$ cat src/verilog/l1_pkg.sv
// L1 memory package with widths, requester codes, L2 packet formats and fill states
package l1_pkg;
	localparam int STRANDS = 4;		// Hardware threads per core
	localparam int LINE_BYTES = 16;
	localparam int SETS = 8;		// Direct mapped, one line per set

	typedef logic [$clog2(STRANDS) - 1:0] strand_t;
	typedef logic [LINE_BYTES * 8 - 1:0] line_t;
	typedef logic [LINE_BYTES - 1:0] mask_t;		// One bit per byte of a line
	typedef logic [27:0] line_addr_t;				// Byte address minus line offset
	typedef logic [29:0] word_addr_t;
	typedef logic [$clog2(SETS) - 1:0] set_t;
	typedef logic [$bits(line_addr_t) - $bits(set_t) - 1:0] tag_t;

	// Requester codes, also the arbiter input index
	typedef logic [1:0] unit_t;
	localparam unit_t UNIT_ICACHE = 2'd0;
	localparam unit_t UNIT_DCACHE = 2'd1;
	localparam unit_t UNIT_STBUF = 2'd2;

	typedef logic l2_op_t;
	localparam l2_op_t L2_LOAD = 1'b0;
	localparam l2_op_t L2_STORE = 1'b1;

	// Held by the sender until ready
	typedef struct packed {
		logic valid;
		l2_op_t op;
		unit_t unit;
		strand_t strand;
		line_addr_t address;
		mask_t mask;			// Store byte enables
		line_t data;			// Store data
	} l2req_packet_t;

	// Broadcast to every unit, valid for one cycle
	typedef struct packed {
		logic valid;
		l2_op_t op;
		unit_t unit;
		strand_t strand;
		line_addr_t address;
		line_t data;			// Fill line on loads only
	} l2rsp_packet_t;

	typedef enum logic {
		IDLE,
		WAIT_FILL
	} fill_state_t;
endpackage

$ cat src/verilog/core_mem.sv
// Core memory side joining I/D caches, store buffer, L2 arbiter and fetch word select
module core_mem
	(input clk,
	input reset,
	input fetch_i,
	input l1_pkg::word_addr_t fetch_addr_i,
	output logic fetch_hit_o,
	output logic [31:0] fetch_data_o,
	output logic [l1_pkg::STRANDS - 1:0] fetch_complete_o,
	input load_i,
	input store_i,
	input l1_pkg::line_addr_t addr_i,
	input l1_pkg::strand_t strand_i,
	input l1_pkg::line_t store_data_i,
	input l1_pkg::mask_t store_mask_i,
	output logic load_hit_o,
	output logic load_collision_o,
	output l1_pkg::line_t load_data_o,
	output logic [l1_pkg::STRANDS - 1:0] load_complete_o,
	output logic store_rollback_o,
	output logic [l1_pkg::STRANDS - 1:0] store_resume_o,
	output l1_pkg::l2req_packet_t l2req_o,
	input l2req_ready_i,
	input l1_pkg::l2rsp_packet_t l2rsp_i);

	import l1_pkg::*;

	l2req_packet_t icache_req;
	l2req_packet_t dcache_req;
	l2req_packet_t stbuf_req;
	logic icache_ready;
	logic dcache_ready;
	logic stbuf_ready;
	line_t icache_line;
	line_t dcache_line;
	logic [1:0] fetch_lane_r;	// Word within the line

	// Instruction side, single fetch thread
	l1_cache #(.UNIT(UNIT_ICACHE)) icache (
		.clk(clk),
		.reset(reset),
		.access_i(fetch_i),
		.addr_i(fetch_addr_i[$bits(word_addr_t) - 1:2]),
		.strand_i(strand_t'(0)),
		.data_o(icache_line),
		.hit_o(fetch_hit_o),
		.collision_o(),			// Fetch retries on complete only
		.load_complete_o(fetch_complete_o),
		.l2req_o(icache_req),
		.l2req_ready_i(icache_ready),
		.l2rsp_i(l2rsp_i),
		.inval_en_i(1'b0));		// Code is never stored to

	always_ff @(posedge clk)
		fetch_lane_r <= fetch_addr_i[1:0];

	assign fetch_data_o = icache_line[fetch_lane_r * 32 +: 32];	// Lane 0 at the low end

	l1_cache #(.UNIT(UNIT_DCACHE)) dcache (
		.clk(clk),
		.reset(reset),
		.access_i(load_i),
		.addr_i(addr_i),
		.strand_i(strand_i),
		.data_o(dcache_line),
		.hit_o(load_hit_o),
		.collision_o(load_collision_o),
		.load_complete_o(load_complete_o),
		.l2req_o(dcache_req),
		.l2req_ready_i(dcache_ready),
		.l2rsp_i(l2rsp_i),
		.inval_en_i(1'b1));		// Write through, drop line on store completion

	// Overlays pending store bytes on the dcache line
	store_buffer stbuf (
		.clk(clk),
		.reset(reset),
		.store_i(store_i),
		.load_i(load_i),
		.addr_i(addr_i),
		.strand_i(strand_i),
		.data_i(store_data_i),
		.mask_i(store_mask_i),
		.cache_data_i(dcache_line),
		.data_o(load_data_o),
		.rollback_o(store_rollback_o),
		.resume_o(store_resume_o),
		.l2req_o(stbuf_req),
		.l2req_ready_i(stbuf_ready),
		.l2rsp_i(l2rsp_i));

	l2req_arbiter arbiter (
		.clk(clk),
		.reset(reset),
		.icache_req_i(icache_req),
		.dcache_req_i(dcache_req),
		.stbuf_req_i(stbuf_req),
		.icache_ready_o(icache_ready),
		.dcache_ready_o(dcache_ready),
		.stbuf_ready_o(stbuf_ready),
		.l2req_o(l2req_o),
		.l2req_ready_i(l2req_ready_i));
endmodule

$ cat src/verilog/l1_cache.sv
// L1 cache, direct mapped, one outstanding miss filled from L2, optional store invalidate
module l1_cache
	#(parameter l1_pkg::unit_t UNIT = l1_pkg::UNIT_ICACHE)
	(input clk,
	input reset,
	input access_i,
	input l1_pkg::line_addr_t addr_i,
	input l1_pkg::strand_t strand_i,
	output l1_pkg::line_t data_o,
	output logic hit_o,
	output logic collision_o,
	output logic [l1_pkg::STRANDS - 1:0] load_complete_o,
	output l1_pkg::l2req_packet_t l2req_o,
	input l2req_ready_i,
	input l1_pkg::l2rsp_packet_t l2rsp_i,
	input inval_en_i);

	import l1_pkg::*;

	// Arrays
	line_t data_mem [SETS];
	tag_t tag_mem [SETS];
	logic [SETS - 1:0] valid_bits;

	// Registered lookup
	logic access_r;
	line_addr_t addr_r;
	strand_t strand_r;

	// Miss tracking
	fill_state_t state;
	line_addr_t fill_addr;
	strand_t fill_strand;
	logic req_valid;		// Miss request not yet taken by arbiter

	set_t lookup_set;
	tag_t lookup_tag;
	set_t fill_set;
	tag_t fill_tag;
	set_t rsp_set;
	tag_t rsp_tag;
	logic miss;
	logic fill_en;
	logic inval_hit;

	assign lookup_set = addr_r[$bits(set_t) - 1:0];
	assign lookup_tag = addr_r[$bits(line_addr_t) - 1:$bits(set_t)];
	assign fill_set = fill_addr[$bits(set_t) - 1:0];
	assign fill_tag = fill_addr[$bits(line_addr_t) - 1:$bits(set_t)];
	assign rsp_set = l2rsp_i.address[$bits(set_t) - 1:0];
	assign rsp_tag = l2rsp_i.address[$bits(line_addr_t) - 1:$bits(set_t)];

	// Tag compare on the registered address
	assign hit_o = access_r && valid_bits[lookup_set] && tag_mem[lookup_set] == lookup_tag;
	assign miss = access_r && !hit_o;
	assign collision_o = miss && state == WAIT_FILL;	// Only one miss at a time
	assign data_o = data_mem[lookup_set];

	// Our own fill returning
	assign fill_en = state == WAIT_FILL && l2rsp_i.valid && l2rsp_i.op == L2_LOAD
		&& l2rsp_i.unit == UNIT && l2rsp_i.strand == fill_strand;

	// Any store that reached L2 makes our copy stale
	assign inval_hit = inval_en_i && l2rsp_i.valid && l2rsp_i.op == L2_STORE
		&& valid_bits[rsp_set] && tag_mem[rsp_set] == rsp_tag;

	always_comb
	begin
		l2req_o = '0;
		l2req_o.valid = req_valid;
		l2req_o.op = L2_LOAD;
		l2req_o.unit = UNIT;
		l2req_o.strand = fill_strand;
		l2req_o.address = fill_addr;
	end

	// Line data and tag written at the fill edge
	always_ff @(posedge clk)
	begin
		if (fill_en)
		begin
			data_mem[fill_set] <= l2rsp_i.data;
			tag_mem[fill_set] <= fill_tag;
		end
	end

	always_ff @(posedge clk)
	begin
		addr_r <= addr_i;
		strand_r <= strand_i;
		if (state == IDLE && miss)
		begin
			fill_addr <= addr_r;	// Captured with the miss
			fill_strand <= strand_r;
		end
	end

	always_ff @(posedge clk, posedge reset)
	begin
		if (reset)
		begin
			access_r <= 1'b0;
			valid_bits <= '0;
			state <= IDLE;
			req_valid <= 1'b0;
			load_complete_o <= '0;
		end
		else
		begin
			access_r <= access_i;
			load_complete_o <= '0;
			if (fill_en)
				valid_bits[fill_set] <= 1'b1;
			else if (inval_hit)
				valid_bits[rsp_set] <= 1'b0;

			case (state)
				IDLE:
				begin
					if (miss)
					begin
						state <= WAIT_FILL;
						req_valid <= 1'b1;
					end
				end

				WAIT_FILL:
				begin
					if (req_valid && l2req_ready_i)
						req_valid <= 1'b0;	// Arbiter took it

					if (fill_en)
					begin
						state <= IDLE;
						load_complete_o[fill_strand] <= 1'b1;	// Wakes the strand
					end
				end
			endcase
		end
	end
endmodule

$ cat src/verilog/l2req_arbiter.sv
// L2 request arbiter, round robin over three units into one registered output
module l2req_arbiter
	(input clk,
	input reset,
	input l1_pkg::l2req_packet_t icache_req_i,
	input l1_pkg::l2req_packet_t dcache_req_i,
	input l1_pkg::l2req_packet_t stbuf_req_i,
	output logic icache_ready_o,
	output logic dcache_ready_o,
	output logic stbuf_ready_o,
	output l1_pkg::l2req_packet_t l2req_o,
	input l2req_ready_i);

	import l1_pkg::*;

	l2req_packet_t req_pkt [UNIT_ICACHE:UNIT_STBUF];	// Indexed by unit code
	l2req_packet_t out_pkt;
	logic out_valid;
	unit_t rr_ptr;
	unit_t grant;
	logic grant_valid;
	logic can_accept;
	logic take;

	assign req_pkt[UNIT_ICACHE] = icache_req_i;
	assign req_pkt[UNIT_DCACHE] = dcache_req_i;
	assign req_pkt[UNIT_STBUF] = stbuf_req_i;

	// Empty or draining this cycle
	assign can_accept = !out_valid || l2req_ready_i;

	always_comb
	begin
		logic [2:0] sum;

		grant_valid = 1'b0;
		grant = rr_ptr;
		for (int off = int'(UNIT_STBUF); off >= 0; off--)
		begin
			sum = {1'b0, rr_ptr} + 3'(off);
			if (sum > 3'(UNIT_STBUF))
				sum = sum - (3'(UNIT_STBUF) + 3'd1);	// Wrap over three units
			if (req_pkt[unit_t'(sum)].valid)
			begin
				grant_valid = 1'b1;
				grant = unit_t'(sum);
			end
		end
	end

	assign take = can_accept && grant_valid;
	assign icache_ready_o = take && grant == UNIT_ICACHE;
	assign dcache_ready_o = take && grant == UNIT_DCACHE;
	assign stbuf_ready_o = take && grant == UNIT_STBUF;

	always_comb
	begin
		l2req_o = out_pkt;
		l2req_o.valid = out_valid;
	end

	always_ff @(posedge clk)
	begin
		if (take)
			out_pkt <= req_pkt[grant];
	end

	always_ff @(posedge clk, posedge reset)
	begin
		if (reset)
		begin
			out_valid <= 1'b0;
			rr_ptr <= UNIT_ICACHE;
		end
		else if (can_accept)
		begin
			out_valid <= grant_valid;
			if (grant_valid)
				rr_ptr <= grant == UNIT_STBUF ? UNIT_ICACHE : grant + 2'd1;	// Next after winner
		end
	end
endmodule

$ cat src/verilog/store_buffer.sv
// Store buffer with one pending store per strand, L2 write issue and load byte bypass
module store_buffer
	(input clk,
	input reset,
	input store_i,
	input load_i,
	input l1_pkg::line_addr_t addr_i,
	input l1_pkg::strand_t strand_i,
	input l1_pkg::line_t data_i,
	input l1_pkg::mask_t mask_i,
	input l1_pkg::line_t cache_data_i,
	output l1_pkg::line_t data_o,
	output logic rollback_o,
	output logic [l1_pkg::STRANDS - 1:0] resume_o,
	output l1_pkg::l2req_packet_t l2req_o,
	input l2req_ready_i,
	input l1_pkg::l2rsp_packet_t l2rsp_i);

	import l1_pkg::*;

	// Slot state and payload
	logic [STRANDS - 1:0] slot_valid;
	logic [STRANDS - 1:0] slot_sent;	// Handed to the arbiter
	line_addr_t slot_addr [STRANDS];
	line_t slot_data [STRANDS];
	mask_t slot_mask [STRANDS];

	// Issue selection
	strand_t rr_ptr;
	logic locked;			// Offered but not taken, keep it stable
	strand_t lock_strand;
	logic pick_valid;
	strand_t pick_strand;
	strand_t issue_strand;
	logic issue_valid;
	logic rsp_match;

	// Load side
	logic load_r;
	line_addr_t load_addr_r;
	strand_t load_strand_r;
	logic bypass;

	// Round robin starting at rr_ptr, lowest offset wins
	always_comb
	begin
		strand_t idx;

		pick_valid = 1'b0;
		pick_strand = rr_ptr;
		for (int i = STRANDS - 1; i >= 0; i--)
		begin
			idx = rr_ptr + strand_t'(i);
			if (slot_valid[idx] && !slot_sent[idx])
			begin
				pick_valid = 1'b1;
				pick_strand = idx;
			end
		end
	end

	assign issue_valid = locked || pick_valid;
	assign issue_strand = locked ? lock_strand : pick_strand;

	always_comb
	begin
		l2req_o.valid = issue_valid;
		l2req_o.op = L2_STORE;
		l2req_o.unit = UNIT_STBUF;
		l2req_o.strand = issue_strand;
		l2req_o.address = slot_addr[issue_strand];
		l2req_o.mask = slot_mask[issue_strand];
		l2req_o.data = slot_data[issue_strand];
	end

	assign rsp_match = l2rsp_i.valid && l2rsp_i.op == L2_STORE && l2rsp_i.unit == UNIT_STBUF
		&& slot_sent[l2rsp_i.strand];

	// Pending store of the same strand and line overlays the cache line
	assign bypass = load_r && slot_valid[load_strand_r] && slot_addr[load_strand_r] == load_addr_r;

	always_comb
	begin
		data_o = cache_data_i;
		for (int b = 0; b < LINE_BYTES; b++)
		begin
			if (bypass && slot_mask[load_strand_r][b])
				data_o[b * 8 +: 8] = slot_data[load_strand_r][b * 8 +: 8];
		end
	end

	always_ff @(posedge clk)
	begin
		load_addr_r <= addr_i;
		load_strand_r <= strand_i;
		if (issue_valid && !locked)
			lock_strand <= pick_strand;
		if (store_i && !slot_valid[strand_i])
		begin
			slot_addr[strand_i] <= addr_i;
			slot_data[strand_i] <= data_i;
			slot_mask[strand_i] <= mask_i;
		end
	end

	always_ff @(posedge clk, posedge reset)
	begin
		if (reset)
		begin
			slot_valid <= '0;
			slot_sent <= '0;
			rr_ptr <= '0;
			locked <= 1'b0;
			load_r <= 1'b0;
			rollback_o <= 1'b0;
			resume_o <= '0;
		end
		else
		begin
			load_r <= load_i;
			rollback_o <= store_i && slot_valid[strand_i];	// Full slot, store dropped
			resume_o <= '0;

			if (issue_valid && l2req_ready_i)
			begin
				slot_sent[issue_strand] <= 1'b1;
				rr_ptr <= issue_strand + 1'b1;
				locked <= 1'b0;
			end
			else if (issue_valid)
				locked <= 1'b1;

			if (rsp_match)
			begin
				slot_valid[l2rsp_i.strand] <= 1'b0;
				slot_sent[l2rsp_i.strand] <= 1'b0;
				resume_o[l2rsp_i.strand] <= 1'b1;
			end

			if (store_i && !slot_valid[strand_i])
				slot_valid[strand_i] <= 1'b1;
		end
	end
endmodule
$ cat config.mk
export PLATFORM = sky130hd
export DESIGN_NAME = core_mem
export DESIGN_NICKNAME = d
export VERILOG_FILES = /design/src/verilog/l1_pkg.sv /design/src/verilog/core_mem.sv /design/src/verilog/l1_cache.sv /design/src/verilog/l2req_arbiter.sv /design/src/verilog/store_buffer.sv
export SDC_FILE = /design/constraint.sdc
export NUM_CORES = 2
export LEC_CHECK = 0
export BUFFER_PORTS_ARGS = -buffer_cell sky130_fd_sc_hd__buf_2
export CAP_MARGIN = 20
export CORE_AREA = 4 4 433 542
export DETAILED_ROUTE_END_ITERATION = 7
export DIE_AREA = 0 0 437 546
export PLACE_DENSITY = 0.78
export SETUP_SLACK_MARGIN = 0.3
export SYNTH_ARGS = -nofsm -noshare
export SYNTH_HDL_FRONTEND = slang
export SYNTH_SLANG_ARGS = --single-unit
export TNS_END_PERCENT = 100
$ cat constraint.sdc
create_clock -name clk -period 61.1 [get_ports clk]
set_input_delay 6.11 -clock clk [delete_from_list [all_inputs] [get_ports clk]]
set_output_delay 6.11 -clock clk [all_outputs]
set_load 0.05 [all_outputs]
# == After elaboration in Yosys (flattened, before gate mapping) ==
# Memory sizes are Yosys's and may differ from the RTL's. A register that Yosys moved wholly into a read port is not among the register bits.
# Index checks and enable logic that the tools add are counted.
# totals
reg_bits,346
latch_bits,0
ramBits,3136
rom_bits,0
in_bits,372
out_inout_bits,354
elab_cells,307
memories,7
# classes
add_sub_neg,10
n_mul,0
div,0
order_cmp,28
eq_ne,13
n_shift,1
muxes,120
bitwise_logic,16
reduce_logical,80
# mem_list
name,words,width,read_ports,rd_clocked_by_memory_dff,wr,line,text
dcache.data_mem,8,128,1,1,1,l1_cache.sv:21,line_t data_mem [SETS];
icache.data_mem,8,128,1,1,1,l1_cache.sv:21,
stbuf.slot_data,4,128,2,1,1,store_buffer.sv:25,line_t slot_data [STRANDS];
dcache.tag_mem,8,25,2,1,1,l1_cache.sv:22,tag_t tag_mem [SETS];
icache.tag_mem,8,25,1,1,1,l1_cache.sv:22,
stbuf.slot_addr,4,28,2,1,1,store_buffer.sv:24,line_addr_t slot_addr [STRANDS];
+1 memories,-,-,-,-,-,-,
# ops
cell,n
178-bit binary-select mux with 2-bit select,4
178-bit two-way mux,6
177-bit two-way mux,2
8-bit two-way mux,18
128-bit by 8-bit variable part select with 32-bit output,1
25-bit equality test,3
1-bit logical AND,61
1-bit two-way mux,45
4-bit two-way mux,8
28-bit equality test,1
"2-bit by 3-bit less-than comparator with 1-bit output, second input constant",9
2-bit two-way mux,12
1-bit binary-select mux with 2-bit select,11
"3-bit by 4-bit less-than comparator with 1-bit output, second input constant",5
8-bit OR,2
"3-bit >= comparator, second input constant",4
2-bit inverter with 3-bit output,4
1-bit binary-select mux with 3-bit select,3
1-bit demux with 3-bit select,3
"3-bit by 1-bit >= comparator with 1-bit output, second input constant",3
1-bit logical NOT,9
4-bit bitwise AND,2
8-bit bitwise AND,1
1-bit demux with 2-bit select,4
22 further kinds,47

# == Depth between registers and ports, before layout ==
# An unclocked memory read counts as a cell.
# logic_depth
word_depth,23
ltp_mapped,13
mapped_depth_nobuf,9

# == Hierarchy ==
# A second synthesis with hierarchy kept.
# unflattened
cells_unflattened,8498
area_unflattened_um2,150810.9
# by_module_without_submodules
module,n_inst,cells_per_inst,area_per_inst_um2,seq_area_each_um2
l1_cache at dcache,1,2362,51599.5,38632.1
l1_cache at icache,1,2362,51504.4,38632.1
store_buffer,1,2223,33931.3,21745.9
l2req_arbiter,1,1508,12913.6,5390.2
core_mem,1,43,862.1,40.0

# == Least setup slack after synthesis ==
# Ideal clock, no wire load.
# synth_timing
kind,in2reg
from,input port strand_i[1]
to,register stbuf.slot_valid[0]
setup_time_ns,0.181
arrival_ns,25.267
required_ns,60.919
path_slack_ns,35.653
cell_stages,2
n_path_buf,0
cell_sequence,nor4b_1 o21bai_1
# synth_via
elab_chain_cells,6
word_cells_on_any_way,11
cone_classes,order compare (2); mux (5); bitwise (1); reduce/logical (3)
# synth_lines
item,line,text
"start, declared",core_mem.sv:13,"input l1_pkg::strand_t strand_i,"
2-bit by 3-bit less-than comparator with 1-bit output (implied by the code) / 2-bit by 1-bit >= comparator with 1-bit output (equally long branches),store_buffer.sv:141,slot_valid[strand_i] <= 1'b1;
1-bit logical AND (implied by the code),store_buffer.sv:141,
1-bit two-way mux (implied by the code),store_buffer.sv:141,
1-bit demux with 2-bit select,-,
4-bit OR (no line),-,
4-bit two-way mux (*),store_buffer.sv:140,if (store_i && !slot_valid[strand_i])
"end signal, assigned",store_buffer.sv:110,slot_valid <= '0;
"end signal, assigned by index",store_buffer.sv:135,slot_valid[l2rsp_i.strand] <= 1'b0;
"end signal, assigned by index",store_buffer.sv:141,
"end, declared",store_buffer.sv:22,logic [STRANDS - 1:0] slot_valid;
# Every way passes the cells marked *; elsewhere a longest branch is shown, timed or not. The select of a mux whose other input is x is not followed.
# A chain may end at the register's enable or synchronous reset.

==> impl_metrics.env <==
export IMPL_crit_required_ps=54990
export IMPL_skew_ps=57.6
export IMPL_fin_crit_ps=12870
export IMPL_final_hold_viol_count=0
export IMPL_floorplan_initialDensity=0.598
export IMPL_clk_pin_slew_ps=60
export IMPL_synth_area_um2=137000
export IMPL_fin_tns_setup_ps=0
export IMPL_cpMostUsedCell="buf_4"
export IMPL_drtIter0Drc=9425
export IMPL_r2r_setup_slack_ps=56130
export IMPL_ir_worst_vdd_mv=0.0723
export IMPL_path_class="flop to output port"
export IMPL_post_route_drc_count=0
export IMPL_layout_cells_most_common="edfxtp_1"
export IMPL_cts_resized_gates=0
export IMPL_hp_class="flop to flop"
export IMPL_boundaryPins=726
export IMPL_antenna_left=0
export IMPL_vias=70731
export IMPL_rows=197
export IMPL_clk_latency_ps=880
export IMPL_switching_share=0.294
export IMPL_via_per_inst=6.76
export IMPL_syn_area_per_cell_um2=22.0
export IMPL_maxSlewHeadroom=0.198
export IMPL_area_growth_pct=13.0
export IMPL_cts_made_buffers=328
export IMPL_cp_num_buf_inv=5
export IMPL_stdcell_count=10467
export IMPL_drive_gt1_frac=0.329
export IMPL_coreArea_um2=230000
export IMPL_period_share=0.211
export IMPL_die_area_um2=239000
export IMPL_fmax_mhz=77.7
export IMPL_nets=7435
export IMPL_path_max_fanout=49
export IMPL_hpwl_um=229000
export IMPL_cts_sinks=3478
export IMPL_p_leak_nw=51.2
export IMPL_maxCapViolCount=0
export IMPL_pwr_share_seq=0.466
export IMPL_die_y_um=546
export IMPL_die_width_um=437
export IMPL_reg2reg_depth=10
export IMPL_final_core_util=0.675
export IMPL_globalplace_congestion=0.894
export IMPL_combPwrFrac=0.206
export IMPL_maxSlewViolCount=0
export IMPL_yosys_warnings=0
export IMPL_worstPathCellList="buf_4 > buf_4 > buf_4 > buf_4 > mux4_2 > mux4_2 > mux2_2 > buf_2"
export IMPL_final_cell_mix="edfxtp_1, mux4_2, buf_2"
export IMPL_p_switching_mw=1.79
export IMPL_synth_edf_count=3372
export IMPL_status="finished, final reports clean"
export IMPL_slowest_delay_ps=880
export IMPL_whs_ps=459
export IMPL_crit_path_end="fetch_data_o[16]"
export IMPL_wl_per_cell_um=36.0
export IMPL_cts_max_level=5
export IMPL_finalSetupViolations=0
export IMPL_tightest_slew_ps=1200
export IMPL_holdPathStages=0
export IMPL_total_power_mw=6.10
export IMPL_synth_seq_area_share=0.755
export IMPL_grt_use_total=0.315
export IMPL_cts_tree="done"
export IMPL_totalWireLength_um=377000
export IMPL_yosysUniqueCellTypes=63
export IMPL_grt_setup_unrepaired="no"
export IMPL_cp_top_family="buffers and inverters"
export IMPL_synth_ff_type="edfxtp_1"
export IMPL_globalRouteOverflowTotal=0
export IMPL_root_buffer="clkbuf_16"
export IMPL_async_flop_share=0.0132
export IMPL_powerDensity_nw_per_um2=39.3
export IMPL_grt_max_degree=144
export IMPL_firstDrtPassIters=6
export IMPL_min_from="icache.addr_r[21]$_DFF_P_"
export IMPL_port_buffers=722
export IMPL_post_place_cells=9808
export IMPL_critPathArrivalTime_ps=6760
export IMPL_p_clk_frac=0.328
export IMPL_crit_path_start="icache.addr_r[0]$_DFF_P_"
export IMPL_reg2reg_from="stbuf.load_addr_r[2]$_DFF_P_"
export IMPL_antenna_found_initial=112
export IMPL_critical_path_slowest_cell="dfxtp_4"
export IMPL_cts_buffer_depth=4
export IMPL_holdBufCountCts=0
export IMPL_cell_internal_pwr_mw=4.31
export IMPL_startpoint_type="flop"
export IMPL_ys_ff_latch=3478
export IMPL_worstSetupPathDepth=8
export IMPL_netlist_instances=6238
export IMPL_postCtsSetupRepairBufs=0
export IMPL_reg2reg_to="dcache.fill_addr[23]$_DFFE_PP_"
export IMPL_grt_pass1_vias=72040
export IMPL_cp_end_kind="output port"
export IMPL_grt_pass1_wl_um=534000
==> cell type report <==
cell class | count | area [um2]
inverters | 22 | 82.6
repair buffers | 849 | 4750
fillers | 14041 | 74600
clock buffers | 415 | 8750
clock inverters | 168 | 1630
well taps | 3084 | 3860
diodes | 73 | 183
flip-flops and latches | 3478 | 104000
multi-input cells | 2378 | 32200
==> metrics by stage <==
step | worst slack, ps | cell area [um2]
2_1_floorplan | 35650 | 137000
3_3_place_gp | 49040 | 144000
3_5_place_dp | 48930 | 144000
4_1_cts | 47960 | 155000
5_1_grt | 47620 | 155000
6_report | 48230 | 155000
==> power by group through the flow <==
stage          registers, mW  logic (mW)  clock network [mW]
6_report                2.84        1.26                2.00
5_1_grt                 2.85        1.31                2.13
4_1_cts                 2.84        1.26                2.02
3_5_place_dp            2.89        1.25                   0
3_3_place_gp            2.89        1.23                   0
2_1_floorplan           3.11       0.639                   0
==> cell usage after synthesis (all sizes together) (10+ instances only) <==
cell | number | area [um2]
nand2 | 81 | 304
mux2 | 67 | 754
edfxtp | 3372 | 101000
dfrtp | 46 | 1150
nor2 | 161 | 604
o22ai | 44 | 275
mux2i | 283 | 2830
xnor2 | 49 | 429
nor4 | 11 | 111
a21oi | 147 | 736
a211oi | 11 | 82.6
nand2b | 10 | 62.6
a221oi | 21 | 184
o311ai | 28 | 245
buf | 187 | 886
clkbuf | 175 | 657
dfxtp | 60 | 1200
a31oi | 10 | 62.6
or3 | 36 | 225
a22oi | 15 | 113
nand4 | 21 | 131
nor3 | 17 | 85.1
xor2 | 46 | 403
o21ai | 19 | 95.1
nand3 | 57 | 408
inv | 22 | 82.6
a22o | 22 | 193
mux4 | 979 | 22000
nor3b | 10 | 75.1
and3 | 149 | 932
nor2b | 20 | 125
==> sequential cells by signal, summed over array words and instances (netlist names), 8 cells and up <==
| signal | cells |
|---|---|
| stbuf.load_addr_r | 28 |
| dcache.fill_addr | 28 |
| stbuf.slot_addr | 112 |
| dcache.data_mem | 1024 |
| stbuf.slot_mask | 64 |
| arbiter.l2req_o | 176 |
| icache.fill_addr | 28 |
| icache.addr_r | 28 |
| icache.data_mem | 1024 |
| stbuf.slot_data | 512 |
| dcache.valid_bits | 8 |
| dcache.tag_mem | 200 |
| icache.valid_bits | 8 |
| icache.tag_mem | 200 |
==> metal layers <==
layer	up-vias	track usage	part of all wire
met5	-	0	0.00086
met4	52	0.187	0.071
met3	920	0.0679	0.10
met2	4776	0.513	0.50
met1	36882	0.395	0.33
li1	28101	-	-
==> worst min-delay path by stage <==
stage                                endpoint  slack (ps)
2_1_floorplan   dcache.fill_addr[0]$_DFFE_PP_         400
3_3_place_gp   icache.fill_addr[21]$_DFFE_PP_         440
3_5_place_dp    icache.fill_addr[3]$_DFFE_PP_         440
4_1_cts        icache.fill_addr[21]$_DFFE_PP_         460
5_1_grt         icache.fill_addr[8]$_DFFE_PP_         470
6_report       icache.fill_addr[21]$_DFFE_PP_         460
==> kinds of logic (layout without fill, tap and decap cells) <==
| logic type | count (synthesis) | in the layout | synth area share |
|---|---|---|---|
| other | 1 | 76 | 0.0000273 |
| DFF | 3478 | 3478 | 0.755 |
| muxes | 1329 | 1329 | 0.187 |
| xor gates and xnor gates | 95 | 95 | 0.00606 |
| AOI/OAI and AO/OA | 347 | 347 | 0.0163 |
| adders and majority gates | 7 | 7 | 0.000620 |
| and+or+nand+nor | 597 | 597 | 0.0236 |
| buffers and inverters | 384 | 1454 | 0.0118 |
No activity file was read; power rests on OpenSTA's default activity.
